==> config.mk <==
export PLATFORM = sky130hd
export DESIGN_NAME = soc_top
export DESIGN_NICKNAME = d
export VERILOG_FILES = /design/src/rtl/bus_pkg.sv /design/src/rtl/rv_pkg.sv /design/src/rtl/soc_top.sv /design/src/rtl/uart_rx.sv /design/src/rtl/mem_arbiter.sv /design/src/rtl/fetch_unit.sv /design/src/rtl/exec_unit.sv /design/src/rtl/rv_decoder.sv /design/src/rtl/rv_alu.sv
export SDC_FILE = /design/constraint.sdc
export NUM_CORES = 2
export LEC_CHECK = 0
export BUFFER_PORTS_ARGS = -buffer_cell sky130_fd_sc_hd__buf_2
export CAP_MARGIN = 30
export CORE_AREA = 2 2 485 679
export DETAILED_ROUTE_END_ITERATION = 16
export DIE_AREA = 0 0 487 681
export PLACE_DENSITY = 0.46
export REMOVE_ABC_BUFFERS = 1
export SLEW_MARGIN = 40
export SYNTH_ARGS = -nofsm -noshare
export SYNTH_HDL_FRONTEND = slang
export SYNTH_SLANG_ARGS = --single-unit
==> constraint.sdc <==
create_clock -name clk -period 8.25 [get_ports clk]
set_input_delay 0.4125 -clock clk [delete_from_list [all_inputs] [get_ports clk]]
set_output_delay 0.4125 -clock clk [all_outputs]
set_load 0.02 [all_outputs]
==> src/rtl/bus_pkg.sv <==
package bus_pkg;

	localparam int XLEN = 32;

	// UART receive register, answered inside the arbiter
	localparam logic [XLEN-1:0] UART_ADDR = 32'h0000_FFFC;

	// Serial bit length in clocks
	localparam int UART_CYCLES_PER_BIT = 8;

	// Fresh byte flag in the word read from UART_ADDR
	localparam int UART_VALID_BIT = 8;

	typedef struct packed {
		logic we;
		logic [XLEN-1:0] addr; // Byte address of a word, low bits zero
		logic [XLEN-1:0] wdata;
	} bus_req_t;

endpackage
==> src/rtl/rv_pkg.sv <==
package rv_pkg;

	localparam logic [6:0] OP_LUI    = 7'b0110111;
	localparam logic [6:0] OP_JAL    = 7'b1101111;
	localparam logic [6:0] OP_BRANCH = 7'b1100011;
	localparam logic [6:0] OP_LOAD   = 7'b0000011;
	localparam logic [6:0] OP_STORE  = 7'b0100011;
	localparam logic [6:0] OP_IMM    = 7'b0010011;
	localparam logic [6:0] OP_REG    = 7'b0110011;

	typedef enum logic [3:0] {
		ALU_ADD, ALU_SUB, ALU_SLL, ALU_SLT, ALU_SLTU,
		ALU_XOR, ALU_SRL, ALU_SRA, ALU_OR, ALU_AND,
		ALU_BEQ, ALU_BNE, ALU_BLT, ALU_BGE // Branch compares
	} alu_op_t;

	typedef enum logic [1:0] {
		WB_ALU, WB_MEM, WB_IMM, WB_LINK
	} wb_src_t;

	typedef struct packed {
		logic [4:0] rs1;
		logic [4:0] rs2;
		logic [4:0] rd;
		logic [bus_pkg::XLEN-1:0] imm;
		alu_op_t alu_op;
		logic use_imm; // Operand b from imm instead of rs2
		logic reg_write;
		wb_src_t wb_src;
		logic jump;
		logic branch;
		logic load;
		logic store;
		logic illegal;
	} decoded_t;

endpackage

==> src/rtl/soc_top.sv <==
`timescale 1ns/1ps

module soc_top (
	input logic clk,
	input logic nRst,
	input logic mem_ack,
	input logic [bus_pkg::XLEN-1:0] mem_rdata,
	input logic rx,
	output logic mem_req,
	output bus_pkg::bus_req_t mem_out,
	output logic illegal_instr
);
	logic fetch_req;
	logic fetch_done;
	bus_pkg::bus_req_t fetch_bus;
	logic data_req;
	logic data_done;
	bus_pkg::bus_req_t data_bus;
	logic [bus_pkg::XLEN-1:0] rdata;
	logic instr_valid;
	logic instr_take;
	logic [bus_pkg::XLEN-1:0] instr;
	logic [bus_pkg::XLEN-1:0] instr_pc;
	logic redirect;
	logic [bus_pkg::XLEN-1:0] redirect_pc;
	logic [bus_pkg::XLEN-1:0] uart_word;
	logic uart_read;

	fetch_unit fetch (
		.clk(clk),
		.nRst(nRst),
		.done(fetch_done),
		.rdata(rdata),
		.instr_take(instr_take),
		.redirect(redirect),
		.redirect_pc(redirect_pc),
		.req(fetch_req),
		.bus(fetch_bus),
		.instr_valid(instr_valid),
		.instr(instr),
		.instr_pc(instr_pc)
	);

	exec_unit exec (
		.clk(clk),
		.nRst(nRst),
		.instr_valid(instr_valid),
		.instr(instr),
		.instr_pc(instr_pc),
		.done(data_done),
		.rdata(rdata),
		.instr_take(instr_take),
		.redirect(redirect),
		.redirect_pc(redirect_pc),
		.req(data_req),
		.bus(data_bus),
		.illegal_instr(illegal_instr)
	);

	mem_arbiter arbiter (
		.clk(clk),
		.nRst(nRst),
		.fetch_req(fetch_req),
		.fetch_bus(fetch_bus),
		.data_req(data_req),
		.data_bus(data_bus),
		.uart_word(uart_word),
		.mem_ack(mem_ack),
		.mem_rdata(mem_rdata),
		.fetch_done(fetch_done),
		.data_done(data_done),
		.rdata(rdata),
		.uart_read(uart_read),
		.mem_req(mem_req),
		.mem_out(mem_out)
	);

	uart_rx uart (
		.clk(clk),
		.nRst(nRst),
		.rx(rx),
		.uart_read(uart_read),
		.uart_word(uart_word)
	);

endmodule

==> src/rtl/uart_rx.sv <==
`timescale 1ns/1ps

module uart_rx (
	input logic clk,
	input logic nRst,
	input logic rx,
	input logic uart_read,
	output logic [bus_pkg::XLEN-1:0] uart_word
);
	typedef logic [$clog2(bus_pkg::UART_CYCLES_PER_BIT)-1:0] tick_t;

	tick_t tick;
	logic busy;
	logic [3:0] bit_cnt; // 0 start, 1 to 8 data, 9 stop
	logic [7:0] shift;
	logic [7:0] rx_byte;
	logic valid;
	logic sample;

	assign sample = busy && tick == tick_t'(bus_pkg::UART_CYCLES_PER_BIT - 1);

	always_comb begin
		uart_word = '0;
		uart_word[7:0] = rx_byte;
		uart_word[bus_pkg::UART_VALID_BIT] = valid;
	end

	always_ff @(posedge clk or negedge nRst) begin
		if (!nRst) begin
			busy <= 1'b0;
			tick <= '0;
			bit_cnt <= '0;
			valid <= 1'b0;
		end else begin
			if (uart_read)
				valid <= 1'b0;
			if (!busy) begin
				if (!rx) begin
					busy <= 1'b1;
					tick <= tick_t'(bus_pkg::UART_CYCLES_PER_BIT / 2); // Half bit to mid start
					bit_cnt <= '0;
				end
			end else if (sample) begin
				tick <= '0;
				bit_cnt <= bit_cnt + 4'd1;
				if (bit_cnt == 4'd0 && rx)
					busy <= 1'b0; // Glitch, not a start bit
				else if (bit_cnt == 4'd9) begin
					busy <= 1'b0;
					if (rx)
						valid <= 1'b1; // Wins over a read in the same cycle
				end
			end else begin
				tick <= tick + 1'b1;
			end
		end
	end

	always_ff @(posedge clk) begin
		if (sample && bit_cnt >= 4'd1 && bit_cnt <= 4'd8)
			shift <= {rx, shift[7:1]}; // LSB first
		if (sample && bit_cnt == 4'd9 && rx)
			rx_byte <= shift;
	end

endmodule

==> src/rtl/mem_arbiter.sv <==
`timescale 1ns/1ps

module mem_arbiter (
	input logic clk,
	input logic nRst,
	input logic fetch_req,
	input bus_pkg::bus_req_t fetch_bus,
	input logic data_req,
	input bus_pkg::bus_req_t data_bus,
	input logic [bus_pkg::XLEN-1:0] uart_word,
	input logic mem_ack,
	input logic [bus_pkg::XLEN-1:0] mem_rdata,
	output logic fetch_done,
	output logic data_done,
	output logic [bus_pkg::XLEN-1:0] rdata,
	output logic uart_read,
	output logic mem_req,
	output bus_pkg::bus_req_t mem_out
);
	typedef enum logic [1:0] {A_IDLE, A_REQ, A_RELEASE} arb_state_t;

	arb_state_t state;
	logic data_owner; // Holder of the external grant
	logic uart_hit;
	logic answering;

	assign uart_hit = data_bus.addr == bus_pkg::UART_ADDR;

	// A client still shows its old request during its done cycle
	assign answering = fetch_done || data_done;

	always_ff @(posedge clk or negedge nRst) begin
		if (!nRst) begin
			state <= A_IDLE;
			mem_req <= 1'b0;
			data_owner <= 1'b0;
			fetch_done <= 1'b0;
			data_done <= 1'b0;
			uart_read <= 1'b0;
		end else begin
			fetch_done <= 1'b0;
			data_done <= 1'b0;
			uart_read <= 1'b0;
			case (state)
				A_IDLE: begin
					if (!answering) begin
						if (data_req && uart_hit) begin
							data_done <= 1'b1; // Local answer, port untouched
							uart_read <= 1'b1;
						end else if (data_req || fetch_req) begin
							mem_req <= 1'b1;
							data_owner <= data_req; // Data before fetch
							state <= A_REQ;
						end
					end
				end
				A_REQ: begin
					if (mem_ack) begin
						mem_req <= 1'b0;
						fetch_done <= !data_owner;
						data_done <= data_owner;
						state <= A_RELEASE;
					end
				end
				A_RELEASE: if (!mem_ack) state <= A_IDLE; // Four-phase return to zero
				default: state <= A_IDLE;
			endcase
		end
	end

	always_ff @(posedge clk) begin
		if (state == A_IDLE)
			mem_out <= data_req ? data_bus : fetch_bus; // Frozen once mem_req is up
		if (state == A_IDLE && data_req && uart_hit)
			rdata <= uart_word;
		else if (state == A_REQ && mem_ack)
			rdata <= mem_rdata;
	end

endmodule

==> src/rtl/fetch_unit.sv <==
`timescale 1ns/1ps

module fetch_unit (
	input logic clk,
	input logic nRst,
	input logic done,
	input logic [bus_pkg::XLEN-1:0] rdata,
	input logic instr_take,
	input logic redirect,
	input logic [bus_pkg::XLEN-1:0] redirect_pc,
	output logic req,
	output bus_pkg::bus_req_t bus,
	output logic instr_valid,
	output logic [bus_pkg::XLEN-1:0] instr,
	output logic [bus_pkg::XLEN-1:0] instr_pc
);
	logic busy; // Request outstanding at the arbiter
	logic drop; // Outstanding word made stale by a redirect
	logic buf_valid;
	logic [bus_pkg::XLEN-1:0] fetch_pc;
	logic [bus_pkg::XLEN-1:0] resume_pc;
	logic [bus_pkg::XLEN-1:0] buf_instr;
	logic [bus_pkg::XLEN-1:0] buf_pc;

	// Prefetch as soon as the buffer is empty or being taken
	assign req = busy || !buf_valid || instr_take;

	assign bus.we = 1'b0;
	assign bus.addr = fetch_pc;
	assign bus.wdata = '0;

	assign instr_valid = buf_valid;
	assign instr = buf_instr;
	assign instr_pc = buf_pc;

	always_ff @(posedge clk or negedge nRst) begin
		if (!nRst) begin
			busy <= 1'b0;
			drop <= 1'b0;
			buf_valid <= 1'b0;
			fetch_pc <= '0;
		end else begin
			busy <= req && !done;
			if (redirect)
				drop <= 1'b1;
			else if (done)
				drop <= 1'b0;
			if (instr_take || redirect)
				buf_valid <= 1'b0;
			else if (done && !drop)
				buf_valid <= 1'b1;
			if (done)
				fetch_pc <= drop ? resume_pc : fetch_pc + 32'd4;
		end
	end

	always_ff @(posedge clk) begin
		if (redirect)
			resume_pc <= redirect_pc;
		if (done && !drop) begin
			buf_instr <= rdata;
			buf_pc <= fetch_pc;
		end
	end

endmodule

==> src/rtl/exec_unit.sv <==
`timescale 1ns/1ps

module exec_unit (
	input logic clk,
	input logic nRst,
	input logic instr_valid,
	input logic [bus_pkg::XLEN-1:0] instr,
	input logic [bus_pkg::XLEN-1:0] instr_pc,
	input logic done,
	input logic [bus_pkg::XLEN-1:0] rdata,
	output logic instr_take,
	output logic redirect,
	output logic [bus_pkg::XLEN-1:0] redirect_pc,
	output logic req,
	output bus_pkg::bus_req_t bus,
	output logic illegal_instr
);
	typedef enum logic [1:0] {E_TAKE, E_WB, E_MEM, E_HALT} exec_state_t;

	exec_state_t state;
	rv_pkg::decoded_t dec;
	logic [bus_pkg::XLEN-1:0] regs [0:31];
	logic [bus_pkg::XLEN-1:0] rs1_val;
	logic [bus_pkg::XLEN-1:0] rs2_val;
	logic [bus_pkg::XLEN-1:0] alu_b;
	logic [bus_pkg::XLEN-1:0] alu_result;
	logic [bus_pkg::XLEN-1:0] wb_value;
	logic [bus_pkg::XLEN-1:0] wb_data;
	logic [4:0] wb_rd;
	logic wb_en;
	logic take_branch;

	rv_decoder decoder (
		.instr(instr),
		.dec(dec)
	);

	assign rs1_val = (dec.rs1 == 5'd0) ? '0 : regs[dec.rs1];
	assign rs2_val = (dec.rs2 == 5'd0) ? '0 : regs[dec.rs2];
	assign alu_b = dec.use_imm ? dec.imm : rs2_val;

	rv_alu alu (
		.op(dec.alu_op),
		.a(rs1_val),
		.b(alu_b),
		.result(alu_result),
		.take_branch(take_branch)
	);

	// An illegal word is never taken, so the fetch unit stops with it
	assign instr_take = (state == E_TAKE) && instr_valid && !dec.illegal;
	assign redirect = instr_take && (dec.jump || (dec.branch && take_branch));
	assign redirect_pc = instr_pc + dec.imm;
	assign req = (state == E_MEM);

	always_comb begin
		case (dec.wb_src)
			rv_pkg::WB_IMM: wb_value = dec.imm;
			rv_pkg::WB_LINK: wb_value = instr_pc + 32'd4;
			default: wb_value = alu_result; // Load data replaces it on done
		endcase
	end

	always_ff @(posedge clk or negedge nRst) begin
		if (!nRst) begin
			state <= E_TAKE;
			wb_en <= 1'b0;
			illegal_instr <= 1'b0;
		end else begin
			case (state)
				E_TAKE: begin
					if (instr_valid && dec.illegal) begin
						illegal_instr <= 1'b1;
						state <= E_HALT;
					end else if (instr_take) begin
						wb_en <= dec.reg_write;
						state <= (dec.load || dec.store) ? E_MEM : E_WB;
					end
				end
				E_MEM: if (done) state <= E_WB;
				E_WB: state <= E_TAKE;
				default: state <= E_HALT; // Stays halted until reset
			endcase
		end
	end

	always_ff @(posedge clk) begin
		if (instr_take) begin
			wb_rd <= dec.rd;
			wb_data <= wb_value;
			bus <= '{we: dec.store, addr: alu_result, wdata: rs2_val};
		end else if (state == E_MEM && done) begin
			wb_data <= rdata;
		end
		if (state == E_WB && wb_en && wb_rd != 5'd0)
			regs[wb_rd] <= wb_data;
	end

endmodule

==> src/rtl/rv_decoder.sv <==
`timescale 1ns/1ps

module rv_decoder (
	input logic [bus_pkg::XLEN-1:0] instr,
	output rv_pkg::decoded_t dec
);
	logic [6:0] opcode;
	logic [2:0] funct3;
	logic [6:0] funct7;
	logic [bus_pkg::XLEN-1:0] imm_i;
	logic [bus_pkg::XLEN-1:0] imm_s;
	logic [bus_pkg::XLEN-1:0] imm_b;
	logic [bus_pkg::XLEN-1:0] imm_u;
	logic [bus_pkg::XLEN-1:0] imm_j;

	function automatic rv_pkg::alu_op_t arith_op(input logic [2:0] f3, input logic alt);
		case (f3)
			3'b000: return alt ? rv_pkg::ALU_SUB : rv_pkg::ALU_ADD;
			3'b001: return rv_pkg::ALU_SLL;
			3'b010: return rv_pkg::ALU_SLT;
			3'b011: return rv_pkg::ALU_SLTU;
			3'b100: return rv_pkg::ALU_XOR;
			3'b101: return alt ? rv_pkg::ALU_SRA : rv_pkg::ALU_SRL;
			3'b110: return rv_pkg::ALU_OR;
			default: return rv_pkg::ALU_AND;
		endcase
	endfunction

	assign opcode = instr[6:0];
	assign funct3 = instr[14:12];
	assign funct7 = instr[31:25];

	assign imm_i = {{20{instr[31]}}, instr[31:20]};
	assign imm_s = {{20{instr[31]}}, instr[31:25], instr[11:7]};
	assign imm_b = {{19{instr[31]}}, instr[31], instr[7], instr[30:25], instr[11:8], 1'b0};
	assign imm_u = {instr[31:12], 12'b0};
	assign imm_j = {{11{instr[31]}}, instr[31], instr[19:12], instr[20], instr[30:21], 1'b0};

	always_comb begin
		dec = '0;
		dec.rs1 = instr[19:15];
		dec.rs2 = instr[24:20];
		dec.rd = instr[11:7];
		case (opcode)
			rv_pkg::OP_LUI: begin
				dec.imm = imm_u;
				dec.reg_write = 1'b1;
				dec.wb_src = rv_pkg::WB_IMM;
			end
			rv_pkg::OP_JAL: begin
				dec.imm = imm_j;
				dec.jump = 1'b1;
				dec.reg_write = 1'b1;
				dec.wb_src = rv_pkg::WB_LINK;
			end
			rv_pkg::OP_BRANCH: begin
				dec.imm = imm_b;
				dec.branch = 1'b1;
				case (funct3)
					3'b000: dec.alu_op = rv_pkg::ALU_BEQ;
					3'b001: dec.alu_op = rv_pkg::ALU_BNE;
					3'b100: dec.alu_op = rv_pkg::ALU_BLT;
					3'b101: dec.alu_op = rv_pkg::ALU_BGE;
					default: dec.illegal = 1'b1; // Unsigned branches not kept
				endcase
			end
			rv_pkg::OP_LOAD: begin
				dec.imm = imm_i;
				dec.use_imm = 1'b1;
				dec.load = 1'b1;
				dec.reg_write = 1'b1;
				dec.wb_src = rv_pkg::WB_MEM;
				dec.illegal = funct3 != 3'b010; // Word only
			end
			rv_pkg::OP_STORE: begin
				dec.imm = imm_s;
				dec.use_imm = 1'b1;
				dec.store = 1'b1;
				dec.illegal = funct3 != 3'b010;
			end
			rv_pkg::OP_IMM: begin
				dec.imm = imm_i;
				dec.use_imm = 1'b1;
				dec.reg_write = 1'b1;
				dec.alu_op = arith_op(funct3, funct3 == 3'b101 && funct7[5]);
				if (funct3 == 3'b001)
					dec.illegal = funct7 != 7'h00;
				else if (funct3 == 3'b101)
					dec.illegal = funct7 != 7'h00 && funct7 != 7'h20;
			end
			rv_pkg::OP_REG: begin
				dec.reg_write = 1'b1;
				dec.alu_op = arith_op(funct3, funct7[5]);
				dec.illegal = funct7 != 7'h00 &&
					!(funct7 == 7'h20 && (funct3 == 3'b000 || funct3 == 3'b101));
			end
			default: dec.illegal = 1'b1;
		endcase
	end

endmodule

==> src/rtl/rv_alu.sv <==
`timescale 1ns/1ps

module rv_alu (
	input rv_pkg::alu_op_t op,
	input logic [bus_pkg::XLEN-1:0] a,
	input logic [bus_pkg::XLEN-1:0] b,
	output logic [bus_pkg::XLEN-1:0] result,
	output logic take_branch
);
	logic [$clog2(bus_pkg::XLEN)-1:0] shamt;
	logic lt_signed;
	logic lt_unsigned;

	assign shamt = b[$clog2(bus_pkg::XLEN)-1:0];
	assign lt_signed = $signed(a) < $signed(b);
	assign lt_unsigned = a < b;

	always_comb begin
		result = '0;
		take_branch = 1'b0;
		case (op)
			rv_pkg::ALU_ADD: result = a + b;
			rv_pkg::ALU_SUB: result = a - b;
			rv_pkg::ALU_SLL: result = a << shamt;
			rv_pkg::ALU_SLT: result = {{(bus_pkg::XLEN-1){1'b0}}, lt_signed};
			rv_pkg::ALU_SLTU: result = {{(bus_pkg::XLEN-1){1'b0}}, lt_unsigned};
			rv_pkg::ALU_XOR: result = a ^ b;
			rv_pkg::ALU_SRL: result = a >> shamt;
			rv_pkg::ALU_SRA: result = $signed(a) >>> shamt; // Sign fill
			rv_pkg::ALU_OR: result = a | b;
			rv_pkg::ALU_AND: result = a & b;
			rv_pkg::ALU_BEQ: take_branch = a == b;
			rv_pkg::ALU_BNE: take_branch = a != b;
			rv_pkg::ALU_BLT: take_branch = lt_signed;
			rv_pkg::ALU_BGE: take_branch = !lt_signed;
			default: result = '0;
		endcase
	end

endmodule

==> impl_metrics.env <==
export IMPL_cts_inserted_buffers=155
export IMPL_slew_violations=0
export IMPL_cpMaxStageDelayCell="a311oi_1"
export IMPL_grt_max_degree=100
export IMPL_path_buf_inv=4
export IMPL_clock_skew_ns=0.08731
export IMPL_drtIter0Drc=5016
export IMPL_synth_flop_cell="edfxtp_1"
export IMPL_synthArstFlopShare_pct=3.929
export IMPL_grtUsageTotal_pct=19.62
export IMPL_grt_pass1_vias=53930
export IMPL_postCtsSetupBuffers=0
export IMPL_violations="hold timing"
export IMPL_finalCritPeriodShare_pct=90.57
export IMPL_total_power_mw=39.66
export IMPL_synth_top_area_share_pct=52.87
export IMPL_combPwrFrac_pct=58.6
export IMPL_cts_tree="built"
export IMPL_setup_violations=0
export IMPL_die_w_um=487
export IMPL_synth_area_leaders="edfxtp_1 (53%), mux4_2 (14%), mux2i_1 (4.9%), ha_1 (2.4%), dfrtp_1 (1.8%)"
export IMPL_cp_top_family="compound AO/OA/AOI/OAI gates"
export IMPL_cp_cell_sequence="buf_12, buf_4, mux4_2, mux4_2, mux2i_1, nor3_1, a21o_1, ha_1, buf_4, nor4b_1, buf_4, nand4b_1, a311oi_1, o21ai_0, and4_1, nor3_1, a21oi_1, a211o_1, a221o_1"
export IMPL_synth_edf_count=1312
export IMPL_ys_types=104
export IMPL_critPathMaxFanout=24
export IMPL_root_buffer="clkbuf_16"
export IMPL_maxCapViolations=0
export IMPL_path_class="flop to flop"
export IMPL_start_util_pct=22.89
export IMPL_hold_viol=1
export IMPL_setup_slack_ns=0.7784
export IMPL_overflow=0
export IMPL_ctsHoldBuffers=31
export IMPL_netlist_top_cells_count="edfxtp_1 (1312), mux4_2 (455), mux2i_1 (367)"
export IMPL_ir_worst_vdd_mv=0.3267
export IMPL_drc=0
export IMPL_avgViaCountPerCell=5.298
export IMPL_ys_warn_count=0
export IMPL_synth_top_cell_by_area="edfxtp_1"
export IMPL_dp_hpwl_mm=230.9
export IMPL_leakagePower_nw=30.01
export IMPL_core_area_um2=325500
export IMPL_slowest_delay_ns=0.78
export IMPL_rsz0062_at_grt="false"
export IMPL_clk_pin_slew_ns=0.07
export IMPL_antenna_left=0
export IMPL_status="complete, but fails checks"
export IMPL_max_slew_margin_pct=32.70
export IMPL_crit_top_cell="buf_4"
export IMPL_wirelength_mm=333.9
export IMPL_row_count=248
export IMPL_synth_most_common_cell="edfxtp_1"
export IMPL_netlist_area_um2=74520
export IMPL_grt_pass1_wl_mm=453.1
export IMPL_nFillCells=33080
export IMPL_design_portCount=103
export IMPL_finalNetCount=5801
export IMPL_swShare_pct=48.20
export IMPL_wl_per_cell_um=33.38
export IMPL_required_ns=8.84
export IMPL_vias=53010
export IMPL_period_needed_ns=7.472
export IMPL_drive_above_1_share_pct=23.12
export IMPL_io_buffer_count=102
export IMPL_cts_buffer_depth=4
export IMPL_ys_seq_area_share_pct=55.61
export IMPL_cts_sinks=1400
export IMPL_htree_levels=4
export IMPL_die_area_um2=331600
export IMPL_place_congestion=0.9629
export IMPL_worstSetupStartpointType="flop"
export IMPL_seq_power_share_pct=23.4
export IMPL_area_growth_pct=17.80
export IMPL_min_path_type="primary input to flop"
export IMPL_worst_pin_slew_ns=1.003
export IMPL_end_kind="flop"
export IMPL_post_place_ws_ns=0.9441
export IMPL_p_per_area_nw_per_um2=451.8
export IMPL_cp_arrival_ns=8.06
export IMPL_avgSynthCellArea_um2=13.90
export IMPL_netlist_instances=5360
export IMPL_p_int_mw=20.54
export IMPL_ys_ff_latch=1400
export IMPL_power_switching_mw=19.11
export IMPL_die_h_um=681
export IMPL_clkPwrFrac_pct=18.0
export IMPL_first_pass_iters=6
export IMPL_max_freq_mhz=133.8
export IMPL_clk_latency_ns=0.87
export IMPL_antenna_found_initial=14
export IMPL_cts_resized=0
export IMPL_hold_ws_ns=-0.004592
==> routing by layer <==
layer | vias up | part of all wire (%) | global-route usage, %
li1 | 22040 | - | -
met1 | 27930 | 37 | 22.47
met2 | 2290 | 50 | 34.18
met3 | 740 | 5.3 | 2.654
met4 | 2 | 7.5 | 12.72
met5 | - | 0.0033 | 0
==> power groups by stage <==
stage / logic [mW] / registers (mW) / clock network [mW]
after floorplan: 13.3 / 10.1 / 0
after global placement: 22.7 / 9.50 / 0
after detailed placement: 22.7 / 9.45 / 0
after CTS: 22.8 / 9.31 / 7.30
after global routing: 24.1 / 9.35 / 7.52
final: 23.2 / 9.29 / 7.14
==> layout make-up <==
type / count / area, um^2 / share of cell area, %
flip-flops and latches: 1400 / 41470 / 47.24
multi-input cells: 3471 / 31640 / 36.05
well taps: 4250 / 5318 / 6.058
clock buffers: 181 / 4101 / 4.673
repair buffers: 448 / 3706 / 4.222
clock inverters: 84 / 925.9 / 1.055
inverters: 146 / 553.0 / 0.6301
diodes: 24 / 60.06 / 0.06842
==> kinds of logic (layout without fill, tap and decap cells) <==
group | after synthesis | after routing | share of synthesized area (%)
xor gates and xnor gates | 73 | 73 | 0.8580
adders and majority gates | 143 | 143 | 2.431
DFF | 1400 | 1400 | 55.61
buffers and inverters | 520 | 859 | 2.886
muxes | 897 | 897 | 19.82
other | 1 | 56 | 0.005033
and+or+nand+nor | 1128 | 1128 | 7.353
AOI/OAI and AO/OA | 1198 | 1198 | 11.05
==> through the flow <==
stage	instance area, um^2	cells	TNS (ns)	utilization (%)
floorplan	73030	5017	-954.37	-
global placement	81700	9648	0	25.10
detailed placement	82300	9679	0	25.29
CTS	87640	9975	0	26.92
global route	87750	9992	0	26.96
finish	87780	10000	0	26.97
==> final timing paths <==
kind / start / depth (start not counted) / slack [ns] / end
setup / recovery: flop / 19 / 0.78 / exec.wb_data[19]
hold / removal: mem_rdata[2] / 2 / -0.005 / arbiter.rdata[2]
setup reg to reg: flop / 19 / 0.78 / exec.wb_data[19]
hold reg to reg: uart.shift[4] / 0 / 0.43 / uart.shift[3]
max in group asynchronous: nRst / 4 / 7.58 / uart.tick[0]
min in group asynchronous: nRst / 3 / 0.09 / fetch.fetch_pc[17]
==> worst reg2reg max path, cell delays in order (launching register included) <==
cell      delay [ns]
dfxtp_4         0.73
buf_12          0.38
buf_4           0.40
mux4_2          0.54
mux4_2          0.48
mux2i_1         0.41
nor3_1          0.10
a21o_1          0.20
ha_1            0.29
buf_4           0.18
nor4b_1         0.46
buf_4           0.20
nand4b_1        0.23
a311oi_1        0.78
o21ai_0         0.27
and4_1          0.25
nor3_1          0.31
a21oi_1         0.28
a211o_1         0.41
a221o_1         0.34
==> cell usage in the layout (no fill, tap or decap), types with 30 or more instances in the layout <==
master / instances
a211oi_1: 63
a21o_1: 61
a21oi_1: 262
a22oi_1: 168
and2_1: 64
and3_1: 40
buf_2: 102
buf_4: 249
buf_6: 32
clkbuf_16: 159
conb_1: 32
dfrtp_1: 54
dlygate4sd3_1: 31
edfxtp_1: 1312
ha_1: 139
inv_1: 136
mux2_2: 75
mux2i_1: 365
mux4_2: 455
nand2_1: 272
nand2b_1: 35
nand3_1: 115
nand4_1: 33
nor2_1: 277
nor2_4: 34
nor2b_1: 30
nor3_1: 72
o211ai_1: 63
o21ai_0: 169
o22ai_1: 48
o31ai_1: 36
xnor2_1: 47
==> sequential cells by signal, indices dropped and copies added, names as in the netlist, 2 cells and up, named ones only <==
register         count
exec.wb_data        32
fetch.instr_pc      32
uart.bit_cnt         4
arbiter.state        2
arbiter.mem_out     65
exec.regs         1024
fetch.resume_pc     32
arbiter.rdata       32
exec.wb_rd           5
uart.tick            3
uart.rx_byte         8
fetch.fetch_pc      32
uart.shift           8
exec.state           2
exec.bus            65
fetch.instr         32
(Power assumes the default switching activity.)
